File: src/design/sfifo_config.svh
`ifndef SFIFO_CONFIG_SVH
`define SFIFO_CONFIG_SVH

// storage address width, 2**4 = 16 entries
`define SFIFO_DEPTH_WIDTH 4

// width of the data field in one word
`define SFIFO_DATA_WIDTH 16

// almost flag thresholds on the water level
`define SFIFO_ALMOST_FULL_NUM 14   // set at level >= this
`define SFIFO_ALMOST_EMPTY_NUM 2   // set at level <= this

`endif

File: src/design/sfifo_pkg.sv
`include "sfifo_config.svh"

package sfifo_pkg;

    // storage index
    typedef logic [`SFIFO_DEPTH_WIDTH-1:0] addr_t;

    // pointer with extra wrap bit on top
    typedef logic [`SFIFO_DEPTH_WIDTH:0] ptr_t;

    // fill level 0..16, needs the extra bit too
    typedef logic [`SFIFO_DEPTH_WIDTH:0] level_t;

    // refused-write counter, saturates at 255
    typedef logic [7:0] cnt_t;

    // payload word of the top level
    typedef struct packed {
        logic [3:0]                   tag;    // user tag
        logic [`SFIFO_DATA_WIDTH-1:0] data;   // data field
    } word_t;

endpackage

File: src/design/sfifo_mem.sv
`timescale 1ns/10ps
`include "sfifo_config.svh"

module sfifo_mem #(
    parameter type payload_t = sfifo_pkg::word_t
) (
    input  logic             rclk,
    input  logic             rrst,
    input  logic             wr_accept,
    input  logic             rd_accept,
    input  sfifo_pkg::addr_t waddr,
    input  sfifo_pkg::addr_t raddr,
    input  payload_t         din,
    output payload_t         dout,
    output logic             rd_valid
);

    // *******************************************************************
    // storage array, 2**depth_width words
    payload_t mem [2**`SFIFO_DEPTH_WIDTH];

    // write port
    always_ff @(posedge rclk)
    begin
        if (wr_accept)
        begin
            mem[waddr] <= din;   // stored on the accepting edge
        end
    end

    // registered read port, holds when idle
    // waddr == raddr with both strobes high cannot happen
    // since that needs full or empty, and one side is then blocked
    always_ff @(posedge rclk)
    begin
        if (rd_accept)
        begin
            dout <= mem[raddr];
        end
    end

    // valid lines up with dout
    always_ff @(posedge rclk or posedge rrst)
    begin
        if (rrst)
        begin
            rd_valid <= 1'b0;
        end
        else
        begin
            rd_valid <= rd_accept;   // one cycle pulse per read
        end
    end

endmodule

File: src/design/sfifo_ptr_ctrl.sv
`timescale 1ns/10ps
`include "sfifo_config.svh"

module sfifo_ptr_ctrl (
    input  logic              rclk,
    input  logic              rrst,
    input  logic              wr_en,
    input  logic              rd_en,
    output sfifo_pkg::addr_t  waddr,
    output sfifo_pkg::addr_t  raddr,
    output logic              wr_accept,
    output logic              rd_accept,
    output logic              wr_reject,
    output logic              rd_reject,
    output logic              full,
    output logic              empty,
    output logic              almost_full,
    output logic              almost_empty,
    output sfifo_pkg::level_t level
);

    // *******************************************************************
    // internal signals
    sfifo_pkg::ptr_t   wptr;        // current write pointer
    sfifo_pkg::ptr_t   rptr;        // current read pointer
    sfifo_pkg::ptr_t   wptr_nxt;    // write pointer after this edge
    sfifo_pkg::ptr_t   rptr_nxt;    // read pointer after this edge
    sfifo_pkg::addr_t  w_lo_nxt;    // address bits of wptr_nxt
    sfifo_pkg::addr_t  r_lo_nxt;    // address bits of rptr_nxt
    logic              w_wrap_nxt;  // wrap bit of wptr_nxt
    logic              r_wrap_nxt;  // wrap bit of rptr_nxt
    logic              full_nxt;
    logic              empty_nxt;
    sfifo_pkg::level_t level_nxt;

    // *******************************************************************
    // strobes, the only place the accept rules live
    assign wr_accept = wr_en & ~full;    // full blocks the write
    assign rd_accept = rd_en & ~empty;   // empty blocks the read, no fall-through
    assign wr_reject = wr_en & full;
    assign rd_reject = rd_en & empty;

    // storage addresses come from the current pointers
    assign waddr = wptr[`SFIFO_DEPTH_WIDTH-1:0];
    assign raddr = rptr[`SFIFO_DEPTH_WIDTH-1:0];

    // next pointers
    assign wptr_nxt = wptr + sfifo_pkg::ptr_t'(wr_accept);
    assign rptr_nxt = rptr + sfifo_pkg::ptr_t'(rd_accept);

    // split into wrap bit and address
    assign w_wrap_nxt = wptr_nxt[`SFIFO_DEPTH_WIDTH];
    assign r_wrap_nxt = rptr_nxt[`SFIFO_DEPTH_WIDTH];
    assign w_lo_nxt   = wptr_nxt[`SFIFO_DEPTH_WIDTH-1:0];
    assign r_lo_nxt   = rptr_nxt[`SFIFO_DEPTH_WIDTH-1:0];

    // full when wraps differ but addresses meet
    assign full_nxt  = (w_wrap_nxt != r_wrap_nxt) && (w_lo_nxt == r_lo_nxt);
    assign empty_nxt = (wptr_nxt == rptr_nxt);   // same lap, same address

    // water level from the next pointers
    always_comb
    begin
        case ({w_wrap_nxt, r_wrap_nxt})
            2'b01:
            begin
                // writer wrapped back to 0 first, borrow the lap
                level_nxt = {1'b1, w_lo_nxt} - sfifo_pkg::level_t'(r_lo_nxt);
            end
            2'b10:
            begin
                level_nxt = wptr_nxt - sfifo_pkg::level_t'(r_lo_nxt);   // writer one lap ahead
            end
            default:
            begin
                // same lap, plain difference of addresses
                level_nxt = sfifo_pkg::level_t'(w_lo_nxt) - sfifo_pkg::level_t'(r_lo_nxt);
            end
        endcase
    end

    // *******************************************************************
    // pointer registers
    always_ff @(posedge rclk or posedge rrst)
    begin
        if (rrst)
        begin
            wptr <= '0;
            rptr <= '0;
        end
        else
        begin
            wptr <= wptr_nxt;
            rptr <= rptr_nxt;
        end
    end

    // flags and level, registered from next pointers so no extra latency
    always_ff @(posedge rclk or posedge rrst)
    begin
        if (rrst)
        begin
            full  <= 1'b0;
            empty <= 1'b1;   // starts empty
            level <= '0;
        end
        else
        begin
            full  <= full_nxt;
            empty <= empty_nxt;
            level <= level_nxt;
        end
    end

    // almost flags straight off the level
    assign almost_full  = (level >= sfifo_pkg::level_t'(`SFIFO_ALMOST_FULL_NUM));
    assign almost_empty = (level <= sfifo_pkg::level_t'(`SFIFO_ALMOST_EMPTY_NUM));

endmodule

File: src/design/sfifo_status.sv
`timescale 1ns/10ps
`include "sfifo_config.svh"

module sfifo_status (
    input  logic            rclk,
    input  logic            rrst,
    input  logic            wr_reject,
    input  logic            rd_reject,
    input  logic            err_clr,
    output logic            overflow,
    output logic            underflow,
    output sfifo_pkg::cnt_t drop_cnt
);

    // *******************************************************************
    // sticky error flags
    // each flag is set by its own refusal, which beats err_clr
    always_ff @(posedge rclk or posedge rrst)
    begin
        if (rrst)
        begin
            overflow  <= 1'b0;
            underflow <= 1'b0;
        end
        else
        begin
            if (wr_reject)
                overflow <= 1'b1;      // write while full
            else if (err_clr)
                overflow <= 1'b0;

            if (rd_reject)
                underflow <= 1'b1;     // read while empty
            else if (err_clr)
                underflow <= 1'b0;
        end
    end

    // refused-write counter
    always_ff @(posedge rclk or posedge rrst)
    begin
        if (rrst)
        begin
            drop_cnt <= '0;
        end
        else if (wr_reject)
        begin
            if (~&drop_cnt)
                drop_cnt <= drop_cnt + 8'd1;   // stops at 255
        end
        else if (err_clr)
        begin
            drop_cnt <= '0;
        end
    end

endmodule

File: src/design/sfifo_top.sv
`timescale 1ns/10ps
`include "sfifo_config.svh"

module sfifo_top (
    input  logic              rclk,
    input  logic              rrst,
    input  logic              wr_en,
    input  sfifo_pkg::word_t  din,
    input  logic              rd_en,
    input  logic              err_clr,
    output sfifo_pkg::word_t  dout,
    output logic              rd_valid,
    output logic              full,
    output logic              empty,
    output logic              almost_full,
    output logic              almost_empty,
    output sfifo_pkg::level_t level,
    output logic              overflow,
    output logic              underflow,
    output sfifo_pkg::cnt_t   drop_cnt
);

    // *******************************************************************
    // stage to stage wires
    logic             wr_accept;
    logic             rd_accept;
    logic             wr_reject;
    logic             rd_reject;
    sfifo_pkg::addr_t waddr;
    sfifo_pkg::addr_t raddr;

    // pointers and flags
    sfifo_ptr_ctrl u_ptr_ctrl (
        .rclk         (rclk),
        .rrst         (rrst),
        .wr_en        (wr_en),
        .rd_en        (rd_en),
        .waddr        (waddr),
        .raddr        (raddr),
        .wr_accept    (wr_accept),
        .rd_accept    (rd_accept),
        .wr_reject    (wr_reject),
        .rd_reject    (rd_reject),
        .full         (full),
        .empty        (empty),
        .almost_full  (almost_full),
        .almost_empty (almost_empty),
        .level        (level)
    );

    // storage, carries the tagged word
    sfifo_mem #(
        .payload_t (sfifo_pkg::word_t)
    ) u_mem (
        .rclk      (rclk),
        .rrst      (rrst),
        .wr_accept (wr_accept),
        .rd_accept (rd_accept),
        .waddr     (waddr),
        .raddr     (raddr),
        .din       (din),
        .dout      (dout),
        .rd_valid  (rd_valid)
    );

    // error bookkeeping
    sfifo_status u_status (
        .rclk      (rclk),
        .rrst      (rrst),
        .wr_reject (wr_reject),
        .rd_reject (rd_reject),
        .err_clr   (err_clr),
        .overflow  (overflow),
        .underflow (underflow),
        .drop_cnt  (drop_cnt)
    );

endmodule

File: config.mk
export PLATFORM = sky130hd
export DESIGN_NAME = sfifo_top
export DESIGN_NICKNAME = d
export VERILOG_FILES = /design/src/design/sfifo_pkg.sv /design/src/design/sfifo_mem.sv /design/src/design/sfifo_ptr_ctrl.sv /design/src/design/sfifo_status.sv /design/src/design/sfifo_top.sv
export VERILOG_INCLUDE_DIRS = /design/src /design/src/design
export SDC_FILE = /design/constraint.sdc
export NUM_CORES = 1
export LEC_CHECK = 0
export BUFFER_PORTS_ARGS = -buffer_cell sky130_fd_sc_hd__buf_4
export CAP_MARGIN = 20
export CORE_UTILIZATION = 30
export CTS_BUF_LIST = sky130_fd_sc_hd__clkbuf_4
export CTS_CLUSTER_DIAMETER = 30
export DETAILED_ROUTE_END_ITERATION = 8
export GPL_TIMING_DRIVEN = 0
export PLACE_DENSITY = 0.56
export SYNTH_ARGS = -nofsm -noshare
export SYNTH_HDL_FRONTEND = slang
export SYNTH_SLANG_ARGS = --single-unit
File: constraint.sdc
create_clock -name rclk -period 6.75 [get_ports rclk]
set_input_delay 1.0125 -clock rclk [delete_from_list [all_inputs] [get_ports rclk]]
set_output_delay 1.0125 -clock rclk [all_outputs]
set_load 0.005 [all_outputs]
== Yosys cells after proc, flatten, opt, wreduce, memory -nomap -nowiden ==
Memories as Yosys holds them, arrays and structs flattened. A register that Yosys moved wholly into a read port is not among the register bits.
Cells that the tools add are included.
Word-level totals
  bits in registers: 28
  bits in writable memories: 320
  bits of input ports: 25
  output and inout bits: 40
  word-level logic and storage cells: 44
  memories kept: 1
Memory list
  u_mem.mem: words 16, width 20, read ports 1, clocked after memory_dff 1, write ports 1, RTL line sfifo_mem.sv:20  | payload_t mem [2**`SFIFO_DEPTH_WIDTH];
Cells by class
  $add $sub $neg: 6
  magnitude comparators: 2
  equal/unequal tests: 6
  mux-type cells: 9
  bitwise logic cells: 6
  reduce and logical (&&, ||, !) cells: 5
Operators by type and width (number)
  2-to-1 mux 8 bit: 3
  adder 5 x 1 -> 5 bit: 2
  case mux 5 bit (2 select lines): 1
  subtractor 5 x 4 -> 5 bit: 2
  adder 8 x 1 -> 8 bit (second input constant): 1
  AND reduction 8 bit: 1
  == test 5 bit: 1
  >= comparator 5 x 4 -> 1 bit (second input constant): 1
  less-or-equal comparator 5 x 2 -> 1 bit (second input constant): 1
  2-to-1 mux 1 bit: 5
  subtractor 4 x 4 -> 5 bit: 1
  AND 1 bit: 4
  == test 4 bit: 1
  nonzero test 2 bit: 2
  == test 2 x 1 -> 1 bit (second input constant): 1
  == test 2 bit (second input constant): 1
  inequality test 2 bit (second input constant): 1
  NOT 1 bit: 2
  AND reduction 2 bit: 1
  logical AND 1 bit: 1
  inequality test 1 bit: 1

== Depth between registers and ports, before layout ==
Gate-level depths: netlist (run 1).
  depth after elaboration: 5
  gate-level depth with buffers: 11
  gate-level depth less buffers: 11

== Cells and area by module ==
Synthesis (run 1) repeated with hierarchy kept, for this count alone.
Second synthesis, totals
  cell total of the unflattened synthesis: 681
  area, all modules: 14258.7 um^2
By module, submodules not included
  sfifo_mem: instances 1, cells an instance 535, area each 12759.7 um^2, sequential area each 10234.8 um^2
  sfifo_ptr_ctrl: instances 1, cells an instance 93, area each 967.2 um^2, sequential area each 426.7 um^2
  sfifo_status: instances 1, cells an instance 53, area each 531.8 um^2, sequential area each 250.2 um^2

== Worst setup path before layout (run 1) ==
OpenSTA, ideal clock, no wires.
  path kind: input-to-reg
  start: input port rd_en
  end: register u_ptr_ctrl.level[4]
  setup time: 124 ps
  data arrival time: 3186 ps
  required time: 6626 ps
  path slack: 3440 ps
  stages on the path: 9
  cell sequence: and2b_1 and2_1 ha_1 xnor2_1 ha_1 a21oi_1 maj3_2 maj3_2 xnor2_1
On the way
  word-level cells in the longest chain between the ends: 4
  elaborated cells on any way between the ends: 8
Ends and longest elaborated chain
  start: declaration: RTL line sfifo_top.sv:9  | input logic rd_en,
  AND 1 bit (*): RTL line sfifo_ptr_ctrl.sv:39  | assign rd_accept = rd_en & ~empty;
  adder 5 x 1 -> 5 bit (*): RTL line sfifo_ptr_ctrl.sv:49  | assign rptr_nxt = rptr + sfifo_pkg::ptr_t'(rd_accept);
  named net u_ptr_ctrl.rptr_nxt[1]: RTL line sfifo_ptr_ctrl.sv:27  | sfifo_pkg::ptr_t rptr_nxt;
  subtractor 5 x 4 -> 5 bit (tied with other cells): RTL line sfifo_ptr_ctrl.sv:72  | level_nxt = wptr_nxt - sfifo_pkg::level_t'(r_lo_nxt);
  case mux 5 bit (2 select lines) (*): RTL line sfifo_ptr_ctrl.sv:64  | case ({w_wrap_nxt, r_wrap_nxt})
  named net u_ptr_ctrl.level_nxt[4]: RTL line sfifo_ptr_ctrl.sv:34  | sfifo_pkg::level_t level_nxt;
  end signal: assignment: RTL line sfifo_ptr_ctrl.sv:111  | level <= level_nxt;
  end: declaration: RTL line sfifo_ptr_ctrl.sv:19  | output sfifo_pkg::level_t level
Mark *: on every way through the listed nets, which the timed path passes. The rest lies on a longest branch.
A chain may end at the register's enable or synchronous reset.

== Worst setup path after layout (run 1) ==
  start: register u_ptr_ctrl.empty
  end: register u_ptr_ctrl.level[4]
On the way
  word-level cells in the longest chain between the ends: 5
  elaborated cells on any way between the ends: 9
Ends and longest elaborated chain
  start: declaration: RTL line sfifo_ptr_ctrl.sv:16  | output logic empty,
  start signal: assignment: RTL line sfifo_ptr_ctrl.sv:110  | empty <= empty_nxt;
  NOT 1 bit (*): RTL line sfifo_ptr_ctrl.sv:39
  AND 1 bit (*): RTL line sfifo_ptr_ctrl.sv:39
  named net rd_accept: RTL line sfifo_top.sv:26  | logic rd_accept;
  adder 5 x 1 -> 5 bit (*): RTL line sfifo_ptr_ctrl.sv:49
  named net u_ptr_ctrl.rptr_nxt[1]: RTL line sfifo_ptr_ctrl.sv:27
  subtractor 5 x 4 -> 5 bit (tied with other cells): RTL line sfifo_ptr_ctrl.sv:72
  case mux 5 bit (2 select lines) (*): RTL line sfifo_ptr_ctrl.sv:64
  named net u_ptr_ctrl.level_nxt[4]: RTL line sfifo_ptr_ctrl.sv:34
Marks and branches as above.

==> metrics list, run 1 <==
* Status: finished, violations left
- Initial DRC count: 567
* CP max FO: 13
- When the netlist entered floorplanning its net count stood at 799.
- Width of the die: 220 um
* # nets final: 981
* Later-pin clock latency in the skew report: 0.79 ns
* Leak Pwr: 5.98 nW
- Total Routed Length: 34400 um
- Final number of hold-violating endpoints: 0
- TritonCTS clock tree: done
- Root Driver: sky130_fd_sc_hd__clkbuf_4
- Number of warnings issued by yosys: 0
* Max-Slew Margin vs Limit: 34.3%
- In this run the cell area of the synthesized design comes to 14300 sq um.
- Maximum ir drop on the vdd rail: 0.000166 V
- For the worst setup path, the data required time is 7.39 ns.
- Largest net degree at the start of global routing: 29
- The H-tree generated during clock tree synthesis spans 3 levels.
- Summing internal, switching and leakage power gives 7.20 mW.
- From synthesis to final layout, the design area changed by 20.2%.
* Category of the critical setup timing path: reg -> reg
- For this run, the leading register cell type out of synthesis is sky130_fd_sc_hd__edfxtp_1.
- The largest individual stage delay along the critical path comes from the cell sky130_fd_sc_hd__dfstp_2.
* Vias: 7788
- Derived from the worst setup path, the maximum achievable clock frequency is 338 MHz.
* Clock skew after layout: 0.0546 ns
- Buffers inserted to repair hold after CTS numbered 0.
- Clock tree buffer depth: 3
- Synthesis-stage register bit count: 368
* Top-level port count: 65
- Walking the worst path, the cells encountered are and2b_2, buf_16, and2_1, ha_1, xnor2_1, ha_1, a21oi_1, maj3_2, maj3_2, xnor2_1.
- Family with the most delay on the worst path: adder cells
* Post-route minimum period: 2.96 ns
- Post-place setup slack: 3.14 ns
* Post-layout util: 36.8%
- Post-detailed-route DRC marker count: 4
* Sum of buffers and inverters on the critical path: 1
- Async set-reset flop share out of synthesis: 7.61%
* Setup TNS: 0 ns
- The via count of the first global-routing pass is 8134.
- The synthesized design devotes to its leading area cell type 71.4% of total area.
* Data arrival time of the critical path: 3.60 ns
- Setup violations remaining at the end of the flow were counted as 0.
* Fraction of final layout cells sized beyond drive strength 1: 32.3%
- Starting Density: 30.6%
- The die is 220 um tall.
- Wire length per cell: 21.1 um
- Slew @ Worst Pin: 0.981 ns
- The number of max-slew violations in the final report came to 0.
- The worst setup path is launched from a register.
* Die outline area: 48500 sq um
- Remaining global-route overflow: 0
* Power density of the placed cells: 419 nW/um^2
- Number of enable-type register cells in the synthesized netlist: 340
* RSZ-0062 raised after global routing: false
- In the routed layout, each cell is associated on average with a via count of 4.78.
- Final estimated routing congestion in global placement: 0.739
- Buffers added to address setup during post-CTS repair amount to 0.
* Post-CTS Resized: 0
- Failing checks: design-rule violations
- Leading cell type by number of instances after synthesis: sky130_fd_sc_hd__edfxtp_1
- Sequential area share after synthesis: 76.3%
* Post-route worst setup slack: 3.79 ns
- The clock drives 368 sinks.
- Synthesis handed over a netlist of 767 instances.
* Yosys cell types: 41
* Period utilisation layout: 43.9%
* Post-detailed-route count of antenna-violating nets: 0
- Std-Cell Rows: 79
- Number of buffers added by the clock tree synthesis step: 97
- Wire length of the first global-routing pass: 50900 um
- For this run, the total global-route usage over all layers was measured as 14.8%.
- Synth cell count leaders: sky130_fd_sc_hd__edfxtp_1 (340), sky130_fd_sc_hd__mux2i_1 (61), sky130_fd_sc_hd__o21ai_0 (47)
- Clock slew at the register clock pins of the worst setup and hold paths: 0.06 ns
* Drt first pass iters: 7
- Min Hold Slack: 0.226 ns
- Ranked by total cell area, the synthesized netlist is headed by sky130_fd_sc_hd__edfxtp_1 (71%), sky130_fd_sc_hd__mux4_2 (6.3%), sky130_fd_sc_hd__dfrtp_1 (4.7%).
* Critical Path End Type: register
* Synthesized area divided by synthesized cell count: 18.6 sq um
- sky130_fd_sc_hd__edfxtp_1 takes more of the synthesized area than any other cell.
- Worst path max stage delay: 0.53 ns
- MaxCap Viol Count: 0
- Core Box Area: 46800 sq um
* Number of antenna violations at the first check in global routing: 2
- Buffers placed on the I/O ports in this run total 64.
* DPL Wire Length: 21300 um
- Worst Hold Class: in -> async
registers in the layout, summed over array words and instances, names as in the netlist, 5 cells and up:
register and cells:
u_mem.mem 320, u_ptr_ctrl.level 5, u_status.drop_cnt 8, u_mem.dout 20, u_ptr_ctrl.wptr 5, u_ptr_ctrl.rptr 5
per-layer routing:
| layer | GRT usage (%) | part of all wire, % | routed length, um | vias up |
|---|---|---|---|---|
| met5 | 0 | 0.032 | 11 | - |
| met4 | 5.89 | 2.2 | 763 | 2 |
| met3 | 4.26 | 7.0 | 2420 | 61 |
| met2 | 24.5 | 50 | 17100 | 253 |
| met1 | 18.2 | 41 | 14100 | 3946 |
| li1 | - | - | - | 3526 |
final cells by class:
| class | instances | area [sq um] |
|---|---|---|
| Sequential cell | 368 | 10900 |
| Tap cell | 607 | 759 |
| Fill cell | 4384 | 29600 |
| Timing Repair Buffer | 83 | 817 |
| Antenna cell | 1 | 2.50 |
| Clock inverter | 38 | 225 |
| Clock buffer | 132 | 991 |
| Buffer | 37 | 216 |
| Multi-Input combinational cell | 349 | 3210 |
| Inverter | 13 | 48.8 |
power by group:
| part | total (mW) | switching, mW | internal [mW] | leakage, nW |
|---|---|---|---|---|
| Clock | 1.89 | 0.900 | 0.989 | 0.724 |
| Sequential | 2.97 | 0.0970 | 2.87 | 3.43 |
| Combinational | 2.35 | 1.39 | 0.957 | 1.82 |
| Total | 7.20 | 2.39 | 4.82 | 5.98 |
placed cells by master, fill, tap and decap left out, types with 6 or more instances in the layout:
cell / synthesis / final
sky130_fd_sc_hd__clkbuf_4: 0 / 132
sky130_fd_sc_hd__nor2_4: 0 / 8
sky130_fd_sc_hd__buf_4: 5 / 69
sky130_fd_sc_hd__nand3_1: 7 / 7
sky130_fd_sc_hd__mux2i_1: 61 / 61
sky130_fd_sc_hd__a21oi_1: 24 / 24
sky130_fd_sc_hd__mux2_2: 20 / 20
sky130_fd_sc_hd__mux4_2: 40 / 40
sky130_fd_sc_hd__clkbuf_1: 20 / 20
sky130_fd_sc_hd__dfrtp_1: 27 / 27
sky130_fd_sc_hd__edfxtp_1: 340 / 340
sky130_fd_sc_hd__clkinv_1: 0 / 23
sky130_fd_sc_hd__buf_8: 0 / 6
sky130_fd_sc_hd__o21ai_0: 47 / 47
sky130_fd_sc_hd__a22oi_1: 20 / 20
sky130_fd_sc_hd__xor2_1: 6 / 6
sky130_fd_sc_hd__nand2_1: 35 / 35
sky130_fd_sc_hd__inv_1: 13 / 13
sky130_fd_sc_hd__clkinv_2: 0 / 8
sky130_fd_sc_hd__ha_1: 7 / 7
sky130_fd_sc_hd__nor2_1: 18 / 6
sky130_fd_sc_hd__buf_6: 7 / 12
sky130_fd_sc_hd__a221oi_1: 20 / 20
sky130_fd_sc_hd__a31oi_1: 6 / 6
final timing paths:
kind	startpoint	to	depth (start not counted)	slack, ns
setup / recovery	u_ptr_ctrl.empty	u_ptr_ctrl.level[4]	10	3.79
hold / removal	rrst	u_status.underflow	2	0.23
setup reg to reg	u_ptr_ctrl.empty	u_ptr_ctrl.level[4]	10	3.79
hold reg to reg	u_ptr_ctrl.wptr[4]	u_ptr_ctrl.wptr[4]	1	0.50
max in group asynchronous	rrst	u_ptr_ctrl.rptr[1]	3	6.08
min in group rclk	err_clr	u_status.drop_cnt[7]	2	0.46
metrics by stage:
| step | cell area, sq um | instances |
|---|---|---|
| after global placement | 15500 | 1438 |
| final | 17200 | 1628 |
| after CTS | 17200 | 1626 |
| after detailed placement | 15900 | 1456 |
| after floorplan | 14300 | 767 |
| after global routing | 17200 | 1628 |
cell families after synthesis:
| family | count (synthesis) | synth area share, % |
|---|---|---|
| compound gates | 124 | 5.46 |
| xor+xnor | 12 | 0.788 |
| fa+ha+maj | 10 | 0.840 |
| buf+inv | 50 | 1.86 |
| flops | 368 | 76.3 |
| simple gates | 82 | 2.59 |
| mux | 121 | 12.1 |
No activity file was read; power rests on OpenSTA's default activity.
==> run 2, diff against run 1 <==
- clock period: 6.75 -> 2.82 ns (I/O delays scaled with it)
==> run 2 against run 1 <==
Effect of this change:
- the run still ends with design-rule violations left
- global-route usage is 0.069 points higher
- utilization is 0.52 points higher
- setup slack lost 3.7 ns
- register-to-register slack lost 3.7 ns
- critical path type unchanged
==> metrics list, run 2 (synthesis results as in run 1) <==
* Status: finished, violations left
- The final reports fail on design-rule violations.
- Gr usage total: 14.8% (+0.069 points)
* Slack of the worst reg-to-reg path: 0.13 ns (-3.66 ns)
- The library cell used most frequently in the layout, excluding fill and tap cells, is sky130_fd_sc_hd__edfxtp_1.
- The H-tree depth is 3 (unchanged).
* Power density of the placed cells: 991 nW/um^2 (+140%)
- Clock net sink count: 368 (unchanged)
- The standby leakage power is 6.08 nW (+1.7%).
- Die outline area: 48500 sq um (unchanged)
- The count of TritonRoute iterations in the first routing pass is 7 (unchanged).
- Clock skew after layout: 0.0523 ns (-0.00234 ns)
- Critical Path RT: 3.45 ns (-3.94 ns)
- The starting utilization of the core area came to 30.6% (unchanged).
* Worst Hold Class: in -> reg
- Min Hold Slack: 0.128 ns (-0.0978 ns)
* CP max FO: 12 (-1)
- Relative contribution of combinational cells to total power: 32.7% (about the same)
- The total congestion overflow after global routing came to 0 (unchanged).
* Regs by FF count: u_mem.mem (320), u_mem.dout (20), u_status.drop_cnt (8)
- Critical path startpoint category: register
* R2R Path Start: u_ptr_ctrl.empty
* Critical path launch point: u_ptr_ctrl.empty
- Post-DR vias/cell: 4.76 (-0.40%)
- By startpoint and endpoint, the worst setup path is classified as reg -> reg.
- The cell area after layout came to 17400 sq um (+1.4%).
- RSZ-0062 raised after global routing: false
- The final-report hold violation count was 0 (unchanged).
- CP Capture Point: u_ptr_ctrl.level[4]
- Period utilisation layout: 95.4% (+52 points)
* Setup TNS: 0 ns (unchanged)
- The number of DRC markers in iteration 0 came to 572 (+0.88%).
- STA classifies the critical path endpoint as a register.
- The latest clock arrival within the worst-skew pair was 0.78 ns (about the same).
- Post-layout util: 37.3% (+0.52 points)
- The share of total power consumed by net switching is 33.1% (about the same).
- Maximum ir drop on the vdd rail: 0.000400 V (+140%)
* Count of cells along the worst register-to-register path: 10 (unchanged)
* DPL Wire Length: 21300 um (unchanged)
- Root Driver: sky130_fd_sc_hd__clkbuf_4
* Commonest non-fill, non-tap cells in the layout: sky130_fd_sc_hd__edfxtp_1 (340), sky130_fd_sc_hd__clkbuf_4 (132), sky130_fd_sc_hd__buf_4 (69), sky130_fd_sc_hd__mux2i_1 (61), sky130_fd_sc_hd__o21ai_0 (47)
* Clock power frac: 26.1% (about the same)
* Port Buffers: 64 (unchanged)
* Std-Cell Rows: 79 (unchanged)
* # setup viols final: 0 (unchanged)
- The total internal power was 11.6 mW (+140%).
- Terminus of the critical flop-to-flop path: u_ptr_ctrl.level[4]
- Core Box Area: 46800 sq um (unchanged)
- Post-detailed-route count of antenna-violating nets: 0 (unchanged)
* Die extent in y: 220 um (unchanged)
- Number of antenna violations at the first check in global routing: 2 (unchanged)
* Post-detailed-route DRC marker count: 4 (unchanged)
- The max-cap violation count is 0 (unchanged).
- The number of max-slew violations in the final report was 0 (unchanged).
* Number of buffers added by the clock tree synthesis step: 97 (unchanged)
- Clock slew at the register clock pins of the worst setup and hold paths: 0.06 ns (about the same)
- Max-Slew Margin vs Limit: 33.7% (-0.57 points)
- Data arrival time of the critical path: 3.32 ns (-0.28 ns)
- # nets final: 1005 (+2.4%)
- Largest register by flop count: u_mem.mem
- F_max: 372 MHz (+10%)
- Slew @ Worst Pin: 0.989 ns (+0.00855 ns)
- Wire length per cell: 20.8 um (-1.3%)
- The total number of vias is 7876 (+1.1%).
- The via count of the first global-routing pass came to 8233 (+1.2%).
- Clock tree buffer depth: 3 (unchanged)
- Placed cell area: 15900 sq um (unchanged)
- Final estimated routing congestion in global placement: 0.739 (unchanged)
- The register share of total power was 41.1% (about the same).
- The fraction of final layout cells with drive strength greater than 1 was 31.6% (-0.65 points).
* TritonCTS clock tree: done
- The wire length of the first global-routing pass was 51300 um (+0.66%).
- The final critical-path required period was 2.69 ns (-0.270 ns).
- The total wirelength of the detailed-routed design is 34400 um (+0.21%).
* Total net switching power: 5.72 mW (+140%)
- The width of the chip is 220 um (unchanged).
- Relative to the synthesized area, the layout overhead comes to 21.9%.
- The total I/O pin count was 65 (unchanged).
- The number of flip-flops under the largest register name is 320 (unchanged).
- The pin count of the biggest net entering global routing was 29 (unchanged).
==> run 2: changes by cell type in the layout (fill, tap and decap cells not counted), sizes merged <==
| cell | previous run | this run |
|---|---|---|
| dlygate4sd3 | 0 | 23 |
| buf | 100 | 101 |
| diode | 1 | 2 |
==> run 2: worst max-delay path, stage by stage (launching register included) <==
cell	delay [ns]
sky130_fd_sc_hd__dfstp_2	0.54
sky130_fd_sc_hd__and2b_4	0.20
sky130_fd_sc_hd__buf_16	0.16
sky130_fd_sc_hd__and2_1	0.16
sky130_fd_sc_hd__ha_1	0.31
sky130_fd_sc_hd__xnor2_1	0.21
sky130_fd_sc_hd__ha_1	0.18
sky130_fd_sc_hd__a21oi_1	0.06
sky130_fd_sc_hd__maj3_2	0.32
sky130_fd_sc_hd__maj3_2	0.32
sky130_fd_sc_hd__xnor2_1	0.13
==> run 2: cell type report <==
type,count,area (sq um)
diodes,2,5.00
plain buffers,37,220
clock buffers,132,991
clock inverters,38,225
fillers,4372,29300
inverters,13,48.8
multi-input cells,349,3210
flip-flops and latches,368,10900
well taps,607,759
repair buffers,107,1050
==> run 2: what timing repair did <==
| item | CTS | global route |
|---|---|---|
| resized for setup | 1 | 1 |
| pin swaps | 0 | 0 |
| setup endpoints to repair | 1 | 1 |
| hold buffers | 23 | 0 |
| setup buffers | 1 | 0 |
| endpoints found under the hold margin | 350 | 0 |
| cloned | 0 | 0 |
==> run 2: per-stage QoR <==
step	setup WS (ns)	cells	total power, mW
2_1_floorplan	0.0279	767	10.7
6_report	0.130	1653	17.3
4_1_cts	0.0838	1650	17.5
3_3_place_gp	-2.04	1438	12.7
3_5_place_dp	-0.205	1456	12.9
5_1_grt	0.00217	1653	18.3
==> run 2: worst min path at each step <==
stage	slack (ns)	cells past startpoint	start	endpoint
3_3_place_gp	0.49	1	u_ptr_ctrl.wptr[4]	u_ptr_ctrl.wptr[4]
5_1_grt	0.1	3	wr_en	u_status.overflow
4_1_cts	0.04	3	wr_en	u_status.overflow
3_5_place_dp	0.49	1	u_ptr_ctrl.wptr[4]	u_ptr_ctrl.wptr[4]
2_1_floorplan	0.46	1	u_ptr_ctrl.wptr[4]	u_ptr_ctrl.wptr[4]
6_report	0.13	3	wr_en	u_status.overflow
==> run 2: metal layers <==
layer	vias to the layer above	global-route usage, %	wire length [um]
met5	-	0	0
li1	3571	-	-
met4	0	5.89	735
met2	241	24.6	17200
met1	4007	18.3	14100
met3	57	4.18	2420
==> run 2: power groups by stage <==
stage	Sequential (mW)	Clock, mW	Combinational [mW]
after detailed placement	7.21	0	5.70
after global routing	7.17	4.97	6.18
after global placement	7.23	0	5.43
after CTS	7.11	4.68	5.75
final	7.10	4.51	5.66
after floorplan	7.20	0	3.46
